File: src/tlp_align_cfg.svh
// ==============================
// TLP aligner configuration
// ==============================

`ifndef TLP_ALIGN_CFG_SVH
`define TLP_ALIGN_CFG_SVH

// Number of TLP slots carried by one input beat
`define TLP_IN_CH 2

// Number of TLP slots carried by one output beat
`define TLP_OUT_CH 4

// Width of the data word in every slot
`define TLP_DATA_W 32

`endif

File: src/tlp_kind_pkg.sv
// ==============================
// TLP kind and sideband types
// ==============================

package tlp_kind_pkg;

    // Coarse classification of a TLP, carried with every slot of it
    typedef enum logic [1:0] {
        mem_read   = 2'd0,
        mem_write  = 2'd1,
        completion = 2'd2,
        message    = 2'd3
    } tlp_kind_t;

    // Sideband that travels next to the data word of each slot
    typedef struct packed {
        tlp_kind_t  kind;
        // Request tag, opaque to the aligner
        logic [3:0] tag;
    } tlp_user_t;

endpackage

File: src/tlp_slot_pkg.sv
// ==============================
// TLP slot vector types
// ==============================

`include "tlp_align_cfg.svh"

package tlp_slot_pkg;

    import tlp_kind_pkg::*;

    // One slot of a stream beat
    // Flags are meaningful only while valid is set
    typedef struct packed {
        logic                   valid;
        logic                   sop;
        logic                   eop;
        logic [`TLP_DATA_W-1:0] data;
        tlp_user_t              user;
    } tlp_slot_t;

    // Slot vectors on the narrow input and the wide output side
    typedef tlp_slot_t [`TLP_IN_CH-1:0]  tlp_in_vec_t;
    typedef tlp_slot_t [`TLP_OUT_CH-1:0] tlp_out_vec_t;

    // Index into the aligner work register
    // The extra bit lets it name the position one past the last work slot
    typedef logic [$clog2(`TLP_IN_CH + `TLP_OUT_CH - 1):0] work_idx_t;

endpackage

File: src/tlp_stream_if.sv
// ==============================
// TLP slot stream interface
// ==============================

`timescale 1ns/1ps

// Valid/ready stream of slot vectors
// A beat moves on a rising clock edge with valid and ready both high
// The source holds valid and slots stable until the beat has moved
interface tlp_stream_if #(
    parameter type slot_vec_t = logic
) (
    input logic clk
);

    logic      valid;
    logic      ready;
    slot_vec_t slots;

    // Producer side of the stream
    modport source (
        input  clk,
        input  ready,
        output valid,
        output slots
    );

    // Consumer side of the stream
    modport sink (
        input  clk,
        input  valid,
        input  slots,
        output ready
    );

endinterface

File: src/tlp_ready_enable_reg.sv
// ==============================
// Valid/ready pipeline register
// ==============================

`timescale 1ns/1ps

module tlp_ready_enable_reg #(
    parameter type data_t = logic
) (
    input  logic  clk,
    input  logic  reset_n,

    input  logic  enable_from_src,
    input  data_t data_from_src,
    output logic  ready_to_src,

    output logic  enable_to_dst,
    output data_t data_to_dst,
    input  logic  ready_from_dst
);

    // The stage can take a new entry when it is empty or being drained
    assign ready_to_src = !enable_to_dst || ready_from_dst;

    // Occupancy flag of the single entry
    always_ff @(posedge clk)
    begin
        if (!reset_n)
        begin
            enable_to_dst <= 1'b0;
        end
        else if (ready_to_src)
        begin
            enable_to_dst <= enable_from_src;
        end
    end

    // Payload follows the flag, whatever the source offers is taken
    always_ff @(posedge clk)
    begin
        if (ready_to_src)
        begin
            data_to_dst <= data_from_src;
        end
    end

endmodule

File: src/tlp_skid_buffer.sv
// ==============================
// Two-entry skid buffer
// ==============================

`timescale 1ns/1ps

module tlp_skid_buffer
    import tlp_slot_pkg::*;
(
    input logic          clk,
    input logic          reset_n,
    tlp_stream_if.sink   src,
    tlp_stream_if.source dst
);

    // Entry 0 is always the oldest held beat
    tlp_in_vec_t entry_q [2];
    logic [1:0]  count_q;
    logic [1:0]  count_after_pop;
    logic [1:0]  count_next;
    logic        ready_q;
    logic        in_xfer;
    logic        out_xfer;
    logic        push;
    logic        pop;

    // Ready toward the source is a flop, so no path crosses this stage
    assign src.ready = ready_q;

    // When nothing is held the input beat goes straight through
    assign dst.valid = (count_q != 2'd0) || src.valid;
    assign dst.slots = (count_q != 2'd0) ? entry_q[0] : src.slots;

    assign in_xfer  = src.valid && ready_q;
    assign out_xfer = dst.valid && dst.ready;

    // A pass-through beat never enters the buffer
    assign pop  = out_xfer && (count_q != 2'd0);
    assign push = in_xfer && !(out_xfer && (count_q == 2'd0));

    assign count_after_pop = count_q - 2'(pop);
    assign count_next      = count_after_pop + 2'(push);

    always_ff @(posedge clk)
    begin
        if (!reset_n)
        begin
            count_q <= 2'd0;
            ready_q <= 1'b1;
        end
        else
        begin
            count_q <= count_next;
            ready_q <= (count_next != 2'd2);
        end
    end

    // Ready is low while two beats are held, so push and shift never collide
    always_ff @(posedge clk)
    begin
        if (pop && (count_q == 2'd2))
        begin
            entry_q[0] <= entry_q[1];
        end
        if (push)
        begin
            if (count_after_pop == 2'd0)
            begin
                entry_q[0] <= src.slots;
            end
            else
            begin
                entry_q[1] <= src.slots;
            end
        end
    end

endmodule

File: src/tlp_slot_packer.sv
// ==============================
// Dense slot packer
// ==============================

`timescale 1ns/1ps

`include "tlp_align_cfg.svh"

module tlp_slot_packer
    import tlp_slot_pkg::*;
(
    input logic          clk,
    input logic          reset_n,
    tlp_stream_if.sink   src,
    tlp_stream_if.source dst
);

    // Wide enough to count every slot of the input beat
    typedef logic [$clog2(`TLP_IN_CH + 1)-1:0] pack_idx_t;

    pack_idx_t   tgt_idx [`TLP_IN_CH];
    pack_idx_t   num_valid;
    logic        any_valid;
    tlp_in_vec_t dense_slots;

    // ==============================
    // Target position of each slot
    // ==============================

    // A slot lands at the number of valid slots below it
    always_comb
    begin
        num_valid = '0;
        for (int i = 0; i < `TLP_IN_CH; i++)
        begin
            tgt_idx[i] = num_valid;
            num_valid  = num_valid + pack_idx_t'(src.slots[i].valid);
        end
    end

    assign any_valid = (num_valid != '0);

    // Invalid slots are rebuilt as all zero, which also drops junk sop and eop
    always_comb
    begin
        dense_slots = '0;
        for (int i = 0; i < `TLP_IN_CH; i++)
        begin
            if (src.slots[i].valid)
            begin
                dense_slots[tgt_idx[i]] = src.slots[i];
            end
        end
    end

    // ==============================
    // Output register
    // ==============================

    // An empty beat is still accepted, it just never sets the enable
    tlp_ready_enable_reg #(
        .data_t(tlp_in_vec_t)
    ) u_dense_reg (
        .clk             (clk),
        .reset_n         (reset_n),
        .enable_from_src (src.valid && any_valid),
        .data_from_src   (dense_slots),
        .ready_to_src    (src.ready),
        .enable_to_dst   (dst.valid),
        .data_to_dst     (dst.slots),
        .ready_from_dst  (dst.ready)
    );

endmodule

File: src/tlp_slot_aligner.sv
// ==============================
// Slot aligner shift register
// ==============================

`timescale 1ns/1ps

`include "tlp_align_cfg.svh"

module tlp_slot_aligner
    import tlp_slot_pkg::*;
(
    input  logic         clk,
    input  logic         reset_n,
    tlp_stream_if.sink   src,
    output logic         out_valid,
    input  logic         out_ready,
    output tlp_out_vec_t out_slots
);

    localparam int WORK_CH = `TLP_IN_CH + `TLP_OUT_CH - 1;

    // Valid entries are always packed densely from slot 0
    tlp_slot_t           work_q [WORK_CH];
    tlp_slot_t           merged [WORK_CH];
    tlp_slot_t           work_d [WORK_CH];
    logic [WORK_CH-1:0]  merged_valid;
    logic [WORK_CH-1:0]  merged_eop;
    logic [`TLP_OUT_CH-1:0] out_mask;
    work_idx_t           first_invalid;
    work_idx_t           out_num;
    logic                work_full;
    logic                in_xfer;
    logic                work_out_valid;
    logic                work_out_ready;
    logic                out_xfer;
    tlp_out_vec_t        out_wires;

    // With the output portion full a beat is always pending, so new slots wait
    // There is then room for a whole input beat whenever ready is high
    assign work_full = work_q[`TLP_OUT_CH-1].valid;
    assign src.ready = !work_full;
    assign in_xfer   = src.valid && !work_full;

    // First free work slot, where the incoming dense slots are appended
    always_comb
    begin
        first_invalid = work_idx_t'(WORK_CH);
        for (int i = WORK_CH - 1; i >= 0; i--)
        begin
            if (!work_q[i].valid)
            begin
                first_invalid = work_idx_t'(i);
            end
        end
    end

    // Work register as seen with this cycle's input beat added
    always_comb
    begin
        merged = work_q;
        if (in_xfer)
        begin
            for (int i = 0; i < `TLP_IN_CH; i++)
            begin
                merged[first_invalid + i] = src.slots[i];
            end
        end
        for (int i = 0; i < WORK_CH; i++)
        begin
            merged_valid[i] = merged[i].valid;
            merged_eop[i]   = merged[i].eop;
        end
    end

    // ==============================
    // Outbound beat selection
    // ==============================

    // Offer a beat once the low slots are all valid or a packet ends there
    assign work_out_valid = (&merged_valid[`TLP_OUT_CH-1:0]) ||
                            (|merged_eop[`TLP_OUT_CH-1:0]);

    // Slots up to and including the first eop leave together
    always_comb
    begin
        out_num = work_idx_t'(`TLP_OUT_CH);
        for (int i = `TLP_OUT_CH - 1; i >= 0; i--)
        begin
            if (!merged_valid[i])
            begin
                out_num = work_idx_t'(i);
            end
            else if (merged_eop[i])
            begin
                out_num = work_idx_t'(i + 1);
            end
        end
        out_mask[0] = merged_valid[0];
        for (int i = 1; i < `TLP_OUT_CH; i++)
        begin
            out_mask[i] = merged_valid[i] && out_mask[i-1] && !merged_eop[i-1];
        end
        for (int i = 0; i < `TLP_OUT_CH; i++)
        begin
            out_wires[i] = out_mask[i] ? merged[i] : '0;
        end
    end

    assign out_xfer = work_out_valid && work_out_ready;

    // Remaining slots shift down by the number that left
    always_comb
    begin
        for (int i = 0; i < WORK_CH; i++)
        begin
            work_d[i] = merged[i];
            if (out_xfer)
            begin
                work_d[i] = '0;
                if (i + out_num < WORK_CH)
                begin
                    work_d[i] = merged[i + out_num];
                end
            end
        end
    end

    always_ff @(posedge clk)
    begin
        work_q <= work_d;
        if (!reset_n)
        begin
            for (int i = 0; i < WORK_CH; i++)
            begin
                work_q[i].valid <= 1'b0;
                work_q[i].sop   <= 1'b0;
                work_q[i].eop   <= 1'b0;
            end
        end
    end

    tlp_ready_enable_reg #(
        .data_t(tlp_out_vec_t)
    ) u_out_reg (
        .clk             (clk),
        .reset_n         (reset_n),
        .enable_from_src (work_out_valid),
        .data_from_src   (out_wires),
        .ready_to_src    (work_out_ready),
        .enable_to_dst   (out_valid),
        .data_to_dst     (out_slots),
        .ready_from_dst  (out_ready)
    );

endmodule

File: src/tlp_align_top.sv
// ==============================
// TLP slot aligner top
// ==============================

`timescale 1ns/1ps

module tlp_align_top
    import tlp_slot_pkg::*;
(
    input  logic         clk,
    input  logic         reset_n,
    input  logic         in_valid,
    output logic         in_ready,
    input  tlp_in_vec_t  in_slots,
    output logic         out_valid,
    input  logic         out_ready,
    output tlp_out_vec_t out_slots
);

    // Stream links between the stages
    tlp_stream_if #(.slot_vec_t(tlp_in_vec_t)) in_if    (.clk(clk));
    tlp_stream_if #(.slot_vec_t(tlp_in_vec_t)) skid_if  (.clk(clk));
    tlp_stream_if #(.slot_vec_t(tlp_in_vec_t)) dense_if (.clk(clk));

    // Top level pins onto the input link
    assign in_if.valid = in_valid;
    assign in_if.slots = in_slots;
    assign in_ready    = in_if.ready;

    tlp_skid_buffer u_skid (
        .clk     (clk),
        .reset_n (reset_n),
        .src     (in_if.sink),
        .dst     (skid_if.source)
    );

    tlp_slot_packer u_packer (
        .clk     (clk),
        .reset_n (reset_n),
        .src     (skid_if.sink),
        .dst     (dense_if.source)
    );

    tlp_slot_aligner u_aligner (
        .clk       (clk),
        .reset_n   (reset_n),
        .src       (dense_if.sink),
        .out_valid (out_valid),
        .out_ready (out_ready),
        .out_slots (out_slots)
    );

endmodule

File: config.mk
export PLATFORM = sky130hd
export DESIGN_NAME = tlp_align_top
export DESIGN_NICKNAME = d
export VERILOG_FILES = /design/src/tlp_kind_pkg.sv /design/src/tlp_slot_pkg.sv /design/src/tlp_stream_if.sv /design/src/tlp_ready_enable_reg.sv /design/src/tlp_skid_buffer.sv /design/src/tlp_slot_packer.sv /design/src/tlp_slot_aligner.sv /design/src/tlp_align_top.sv
export VERILOG_INCLUDE_DIRS = /design/src /design/src/src
export SDC_FILE = /design/constraint.sdc
export NUM_CORES = 1
export LEC_CHECK = 0
export BUFFER_PORTS_ARGS = -buffer_cell sky130_fd_sc_hd__buf_2
export CAP_MARGIN = 40
export CELL_PAD_IN_SITES_DETAIL_PLACEMENT = 1
export CELL_PAD_IN_SITES_GLOBAL_PLACEMENT = 1
export CORE_ASPECT_RATIO = 1.1
export CORE_MARGIN = 4
export CORE_UTILIZATION = 35
export DETAILED_ROUTE_END_ITERATION = 6
export GPL_TIMING_DRIVEN = 0
export PLACE_DENSITY = 0.63
export SLEW_MARGIN = 20
export SYNTH_ARGS = -nofsm -noshare
export SYNTH_HDL_FRONTEND = slang
export SYNTH_SLANG_ARGS = --single-unit
File: constraint.sdc
create_clock -name clk -period 14.4 [get_ports clk]
set_input_delay 0.72 -clock clk [delete_from_list [all_inputs] [get_ports clk]]
set_output_delay 0.72 -clock clk [all_outputs]
set_load 0.005 [all_outputs]
Yosys cells after proc, flatten, opt, wreduce, memory -nomap -nowiden
Memories as Yosys holds them, arrays and structs flattened.
Cells that the tools add are included.
{ "totals": {"regBits": 456, "ram_bits": 164, "inputBits": 86, "output_inout_bits": 166, "wordCells": 200, "mem_count": 1} }
{ "mem_list": {"columns": ["name", "words", "word_bits", "read_ports", "rd_ports_with_merged_regs", "write_ports", "line", "source"], "rows": [
  ["u_skid.entry_q", 2, 82, 2, 0, 2, "tlp_skid_buffer.sv:17", "tlp_in_vec_t entry_q [2];"]
]} }
{ "op_classes": {"addsub": 8, "n_lt_le_gt_ge": 16, "eq_ne": 2, "n_mux": 60, "bitwise": 8, "n_reduce_logical": 35} }
{ "ops": {"columns": ["operator", "n"], "rows": [
  ["2-to-1 mux 41 bit", 25],
  ["binary-select mux 41 bit (select 3 bit)", 5],
  ["bitwise mux 205 bit", 2],
  ["demux 41 bit (select 3 bit)", 2],
  ["2-to-1 mux 82 bit", 3],
  [">= comparator 33 x 4 -> 1 bit, second input constant", 7],
  ["2-to-1 mux 205 bit", 1],
  ["inverter 32 -> 33 bit", 5],
  ["< comparator 32 x 3 -> 1 bit, second input constant", 4],
  ["bitwise mux 82 bit", 1],
  ["< comparator 33 x 1 -> 1 bit, second input constant", 2],
  ["demux 41 bit (select 1 bit)", 1],
  ["inverter 3 -> 33 bit", 1],
  ["inverter 4 -> 33 bit", 1],
  ["2-to-1 mux 4 bit", 5],
  ["logical AND 1 bit", 18],
  ["2-to-1 mux 3 bit", 6],
  ["adder 2 x 4 -> 5 bit, first input constant", 2],
  ["2-to-1 mux 1 bit", 9],
  ["zero test 1 bit", 7],
  ["adder 1 x 4 -> 5 bit, first input constant", 1],
  ["adder 3 x 4 -> 5 bit, first input constant", 1],
  ["adder 3 x 1 -> 4 bit, second input constant", 1],
  ["zero test 2 bit", 2],
  ["other kinds (13)", 17]
]} }

Longest topological paths before layout
{ "logic_depth": {"depth_word": 27, "mapped_depth": 28, "depth_no_buf": 19} }

By module
A second synthesis with hierarchy kept.
{ "hier_totals": {"hier_cells": 3059, "hier_area_um2": 32851.5} }
{ "by_module_without_submodules": {"columns": ["module", "n_inst", "cells_per_inst", "area_per_inst_um2", "seq_area_each_um2"], "rows": [
  ["tlp_slot_aligner", 1, 2335, 17182.7, 4103.9],
  ["tlp_skid_buffer", 1, 367, 7450.9, 4984.8],
  ["tlp_ready_enable_reg at u_aligner.u_out_reg", 1, 168, 4973.5, 4944.7],
  ["tlp_ready_enable_reg at u_packer.u_dense_reg", 1, 86, 2511.2, 2482.4],
  ["tlp_slot_packer", 1, 103, 733.2, 0.0]
]} }

Worst setup path before layout
OpenSTA, ideal clock, no wires.
{ "synth_path": {"kind": "flip-flop to flip-flop", "from": "register u_packer.u_dense_reg.enable_to_dst", "to": "memory u_skid.entry_q[0][100] (netlist name) (enable)", "setup_time_ns": 0.648, "arrival_time_ns": 8.638, "required_time_ns": 13.752, "slack_ns": 5.114, "stages_incl_launch_ff": 5, "path_buffers": 1, "period_less_slack_ns": 9.286, "cell_sequence": "dfxtp_1 -> buf_2 -> nand2_1 -> a21oi_1 -> a21boi_0"} }
{ "synth_lines": {"columns": ["element", "line", "source"], "rows": [
  ["from (decl)", "tlp_ready_enable_reg.sv:17", "output logic enable_to_dst,"],
  ["from (signal assigned)", "tlp_ready_enable_reg.sv:34", "enable_to_dst <= enable_from_src;"],
  ["to (decl)", "tlp_skid_buffer.sv:17", null]
]} }

==> results.md <==
* Post-synth ARST share at 0%
* Top fanout value on the critical path at 11
* DP Wirelength at 152,000 µm
* Register bit total from synthesis at 620
* Syn nets at 3,359
* Die width at 298 µm
* Highest-count cells in the layout ignoring fill and taps: 410 x edfxtp_1, 333 x buf_2, 288 x nor2_1
* Via count of the first global-routing pass at 33,300
* Htree depth at 3
* Worst path top cell family by delay: buffers and inverters
* Required time worst endpoint at 14,980 ps
* Initial DRC count at between 4,000 and 5,000
* Commonest non-fill, non-tap cell in the layout: edfxtp_1
* Final cycle utilization of the critical path at 65.4%
* Post-synth top area cell: edfxtp_1
* Max-cap violation count at 0
* GRT overflow at 0
* Area contributors post-synth: edfxtp_1 38%, dfxtp_1 13%, mux2i_1 4.0%, o21ai_0 4.0%, o22ai_1 4.0%
* CP dominant cell by count: buf_2
* Vias at around 34,000
* Clk_skew at 42.5 ps
* Final Critical Period at 9410 ps
* Residual DRC count at 0
* Root buffer cell: clkbuf_16
* Die ar. at 97,600 µm²
* Worst path arrival time at 9990 ps
* Yosys warning total at 0
* Fillers at 10,300
* Post-Syn Area at approximately 32,000 µm²
* Outcome: complete, no violations
* Fin. max-slew vios at 0
* Clock sinks at 620
* Main synth FF type: edfxtp_1
* CP endpoint kind: flop
* Per-cell routed wire length at 39.9 µm
* Die H at 327 µm
* CTS Hold Bufs at 0
* Worst min path class: input port to flop
* GRT Total Usage at 39.5%
* I/O pin cnt at 252
* Core Rows at 116
* Post-CTS setup buffer count at 0
* Post-synth EDFFs at 410
* Avg Vias per Cell at just under 7
* Number of buffers added on ports at 251
* Biggest cell delay along the critical path at 570 ps
* Worst Tran Pin Value at 1070 ps
* Wirelength, routed at between 150,000 and 200,000 µm
* TritonRoute pass-1 iters at 6
* Clock transition at path regs at roughly 60 ps
* Core ar. at 91,400 µm²
* Clk buf depth at 3
* Synth Instances at 3,264
* Fraction of layout cells with a size suffix above 1 at 19.6%
* Final Core Density at 43.3%
* Post-DRT Antenna Nets at 0
* Initial antenna violation count at 17
* Setup violators final at 0
* Slowest stage cell, crit path: buf_2
* Largest net degree at the start of global routing at 57
* Unrepaired setup endpoints after global routing: no
* Critical Path Source Type: flop
* TritonCTS buffer count at 73
* Post-Route Setup TNS at 0 ps
* RD Place Congestion at between 1 and 1.5
* Final hold vios at 0
* CP Class: flop to flop
* Post-CTS Resized at 0
* Layout area overhead at 22.0%
* Relative slew slack at around 28%
* Syn_area_per_cell at 9.93 µm²
* Post-synthesis sequential area ratio at 50.9%
* Global-route wire length before repair at 270,000 µm
* Buf/Inv on CP at 16
* Final nets at 3,831
* CTS tree: done
* Peak Freq at 106 MHz
* Yosys cell types at 78
* Clock Latency Late Sink at 670 ps
* Initial core utilization at between 30% and 40%
* Synth top area share at 38.0%
==> final timing paths <==
check | start | to | slack (ps) | cells past startpoint
max reg2reg | u_aligner.work_q[204] | u_aligner.work_q[50] | 4990 | 29
min reg2reg | u_skid.entry_q[0][102] | u_skid.entry_q[0][20] | 530 | 1
min | in_slots[55] | u_skid.entry_q[0][137] | 280 | 1
max | u_aligner.work_q[204] | u_aligner.work_q[50] | 4990 | 29
==> flip-flops by register name, summed over array words and instances, names as in the netlist <==
name and count:
u_aligner.u_out_reg.data_to_dst 164, u_aligner.u_out_reg.enable_to_dst 1, u_aligner.work_full 1, u_aligner.work_q 204, u_packer.u_dense_reg.data_to_dst 82, u_packer.u_dense_reg.enable_to_dst 1, u_skid.count_q 2, u_skid.entry_q 164
u_skid.src.ready 1
==> final cells by class <==
type                    instances  area (µm²)  area share, %
clock buffers                  84        1930           4.88
plain buffers                 330        1390           3.52
repair buffers                397        3030           7.67
clock inverters                52         594           1.50
well taps                    1180        1480           3.73
diodes                          7        17.5         0.0443
inverters                      21        78.8          0.199
flip-flops and latches        620       16500           41.8
multi-input cells            2293       14500           36.7
==> logic make-up after synthesis <==
family	count (synthesis)	synth area share, %
AOI/OAI and AO/OA	1264	25.9
and+or+nand+nor	794	11.0
DFF	620	50.9
buffers and inverters	351	4.46
muxes	225	7.31
adders and majority gates	9	0.347
xor gates and xnor gates	1	0.0270
==> per-stage QoR <==
step                      hold slack [ps]  instance area, µm²  cells  setup WS [ps]
final                                 275               39600   4984           4990
after global routing                  247               39500   4979           5100
after CTS                             243               39400   4965           5350
after detailed placement              533               36900   4829           5360
after global placement                524               35200   4695            273
after floorplan                       511               32400   3264           5110
==> metal layers <==
| layer | vias to the layer above | wire (µm) | track usage [%] |
|---|---|---|---|
| met1 | 16600 | 75400 | 48.6 |
| met2 | 2671 | 83100 | 57.9 |
| met4 | 16 | 16200 | 26.2 |
| li1 | 13600 | - | - |
| met5 | - | 106 | 0 |
| met3 | 826 | 24300 | 14.5 |
==> Yosys cell counts (10+ instances only) <==
cell / number
a22oi_1: 31
nor2_1: 290
dfxtp_1: 210
o22ai_1: 209
mux2i_1: 131
nor4_1: 10
nor3_1: 82
a21oi_1: 220
buf_1: 36
o2bb2ai_1: 32
o311ai_1: 10
o221ai_1: 45
nand4_1: 11
a221o_1: 25
and2_1: 13
buf_2: 70
edfxtp_1: 410
a31oi_1: 67
mux2_2: 94
or3_1: 26
o211ai_1: 72
a221oi_1: 11
and3_1: 12
a211o_1: 11
o32a_1: 18
inv_1: 18
or2_2: 13
nand2b_1: 22
nand3_1: 59
a21boi_0: 11
nand2_1: 226
o21a_1: 35
o41ai_1: 16
a32o_1: 11
o21ai_1: 11
o22a_1: 42
o31ai_1: 28
o21ai_0: 262
clkbuf_1: 214
a21o_1: 20
Power is left out: the tool's default activity adds up to more than one toggle a clock period on the data nets, which glitch-free logic cannot reach.
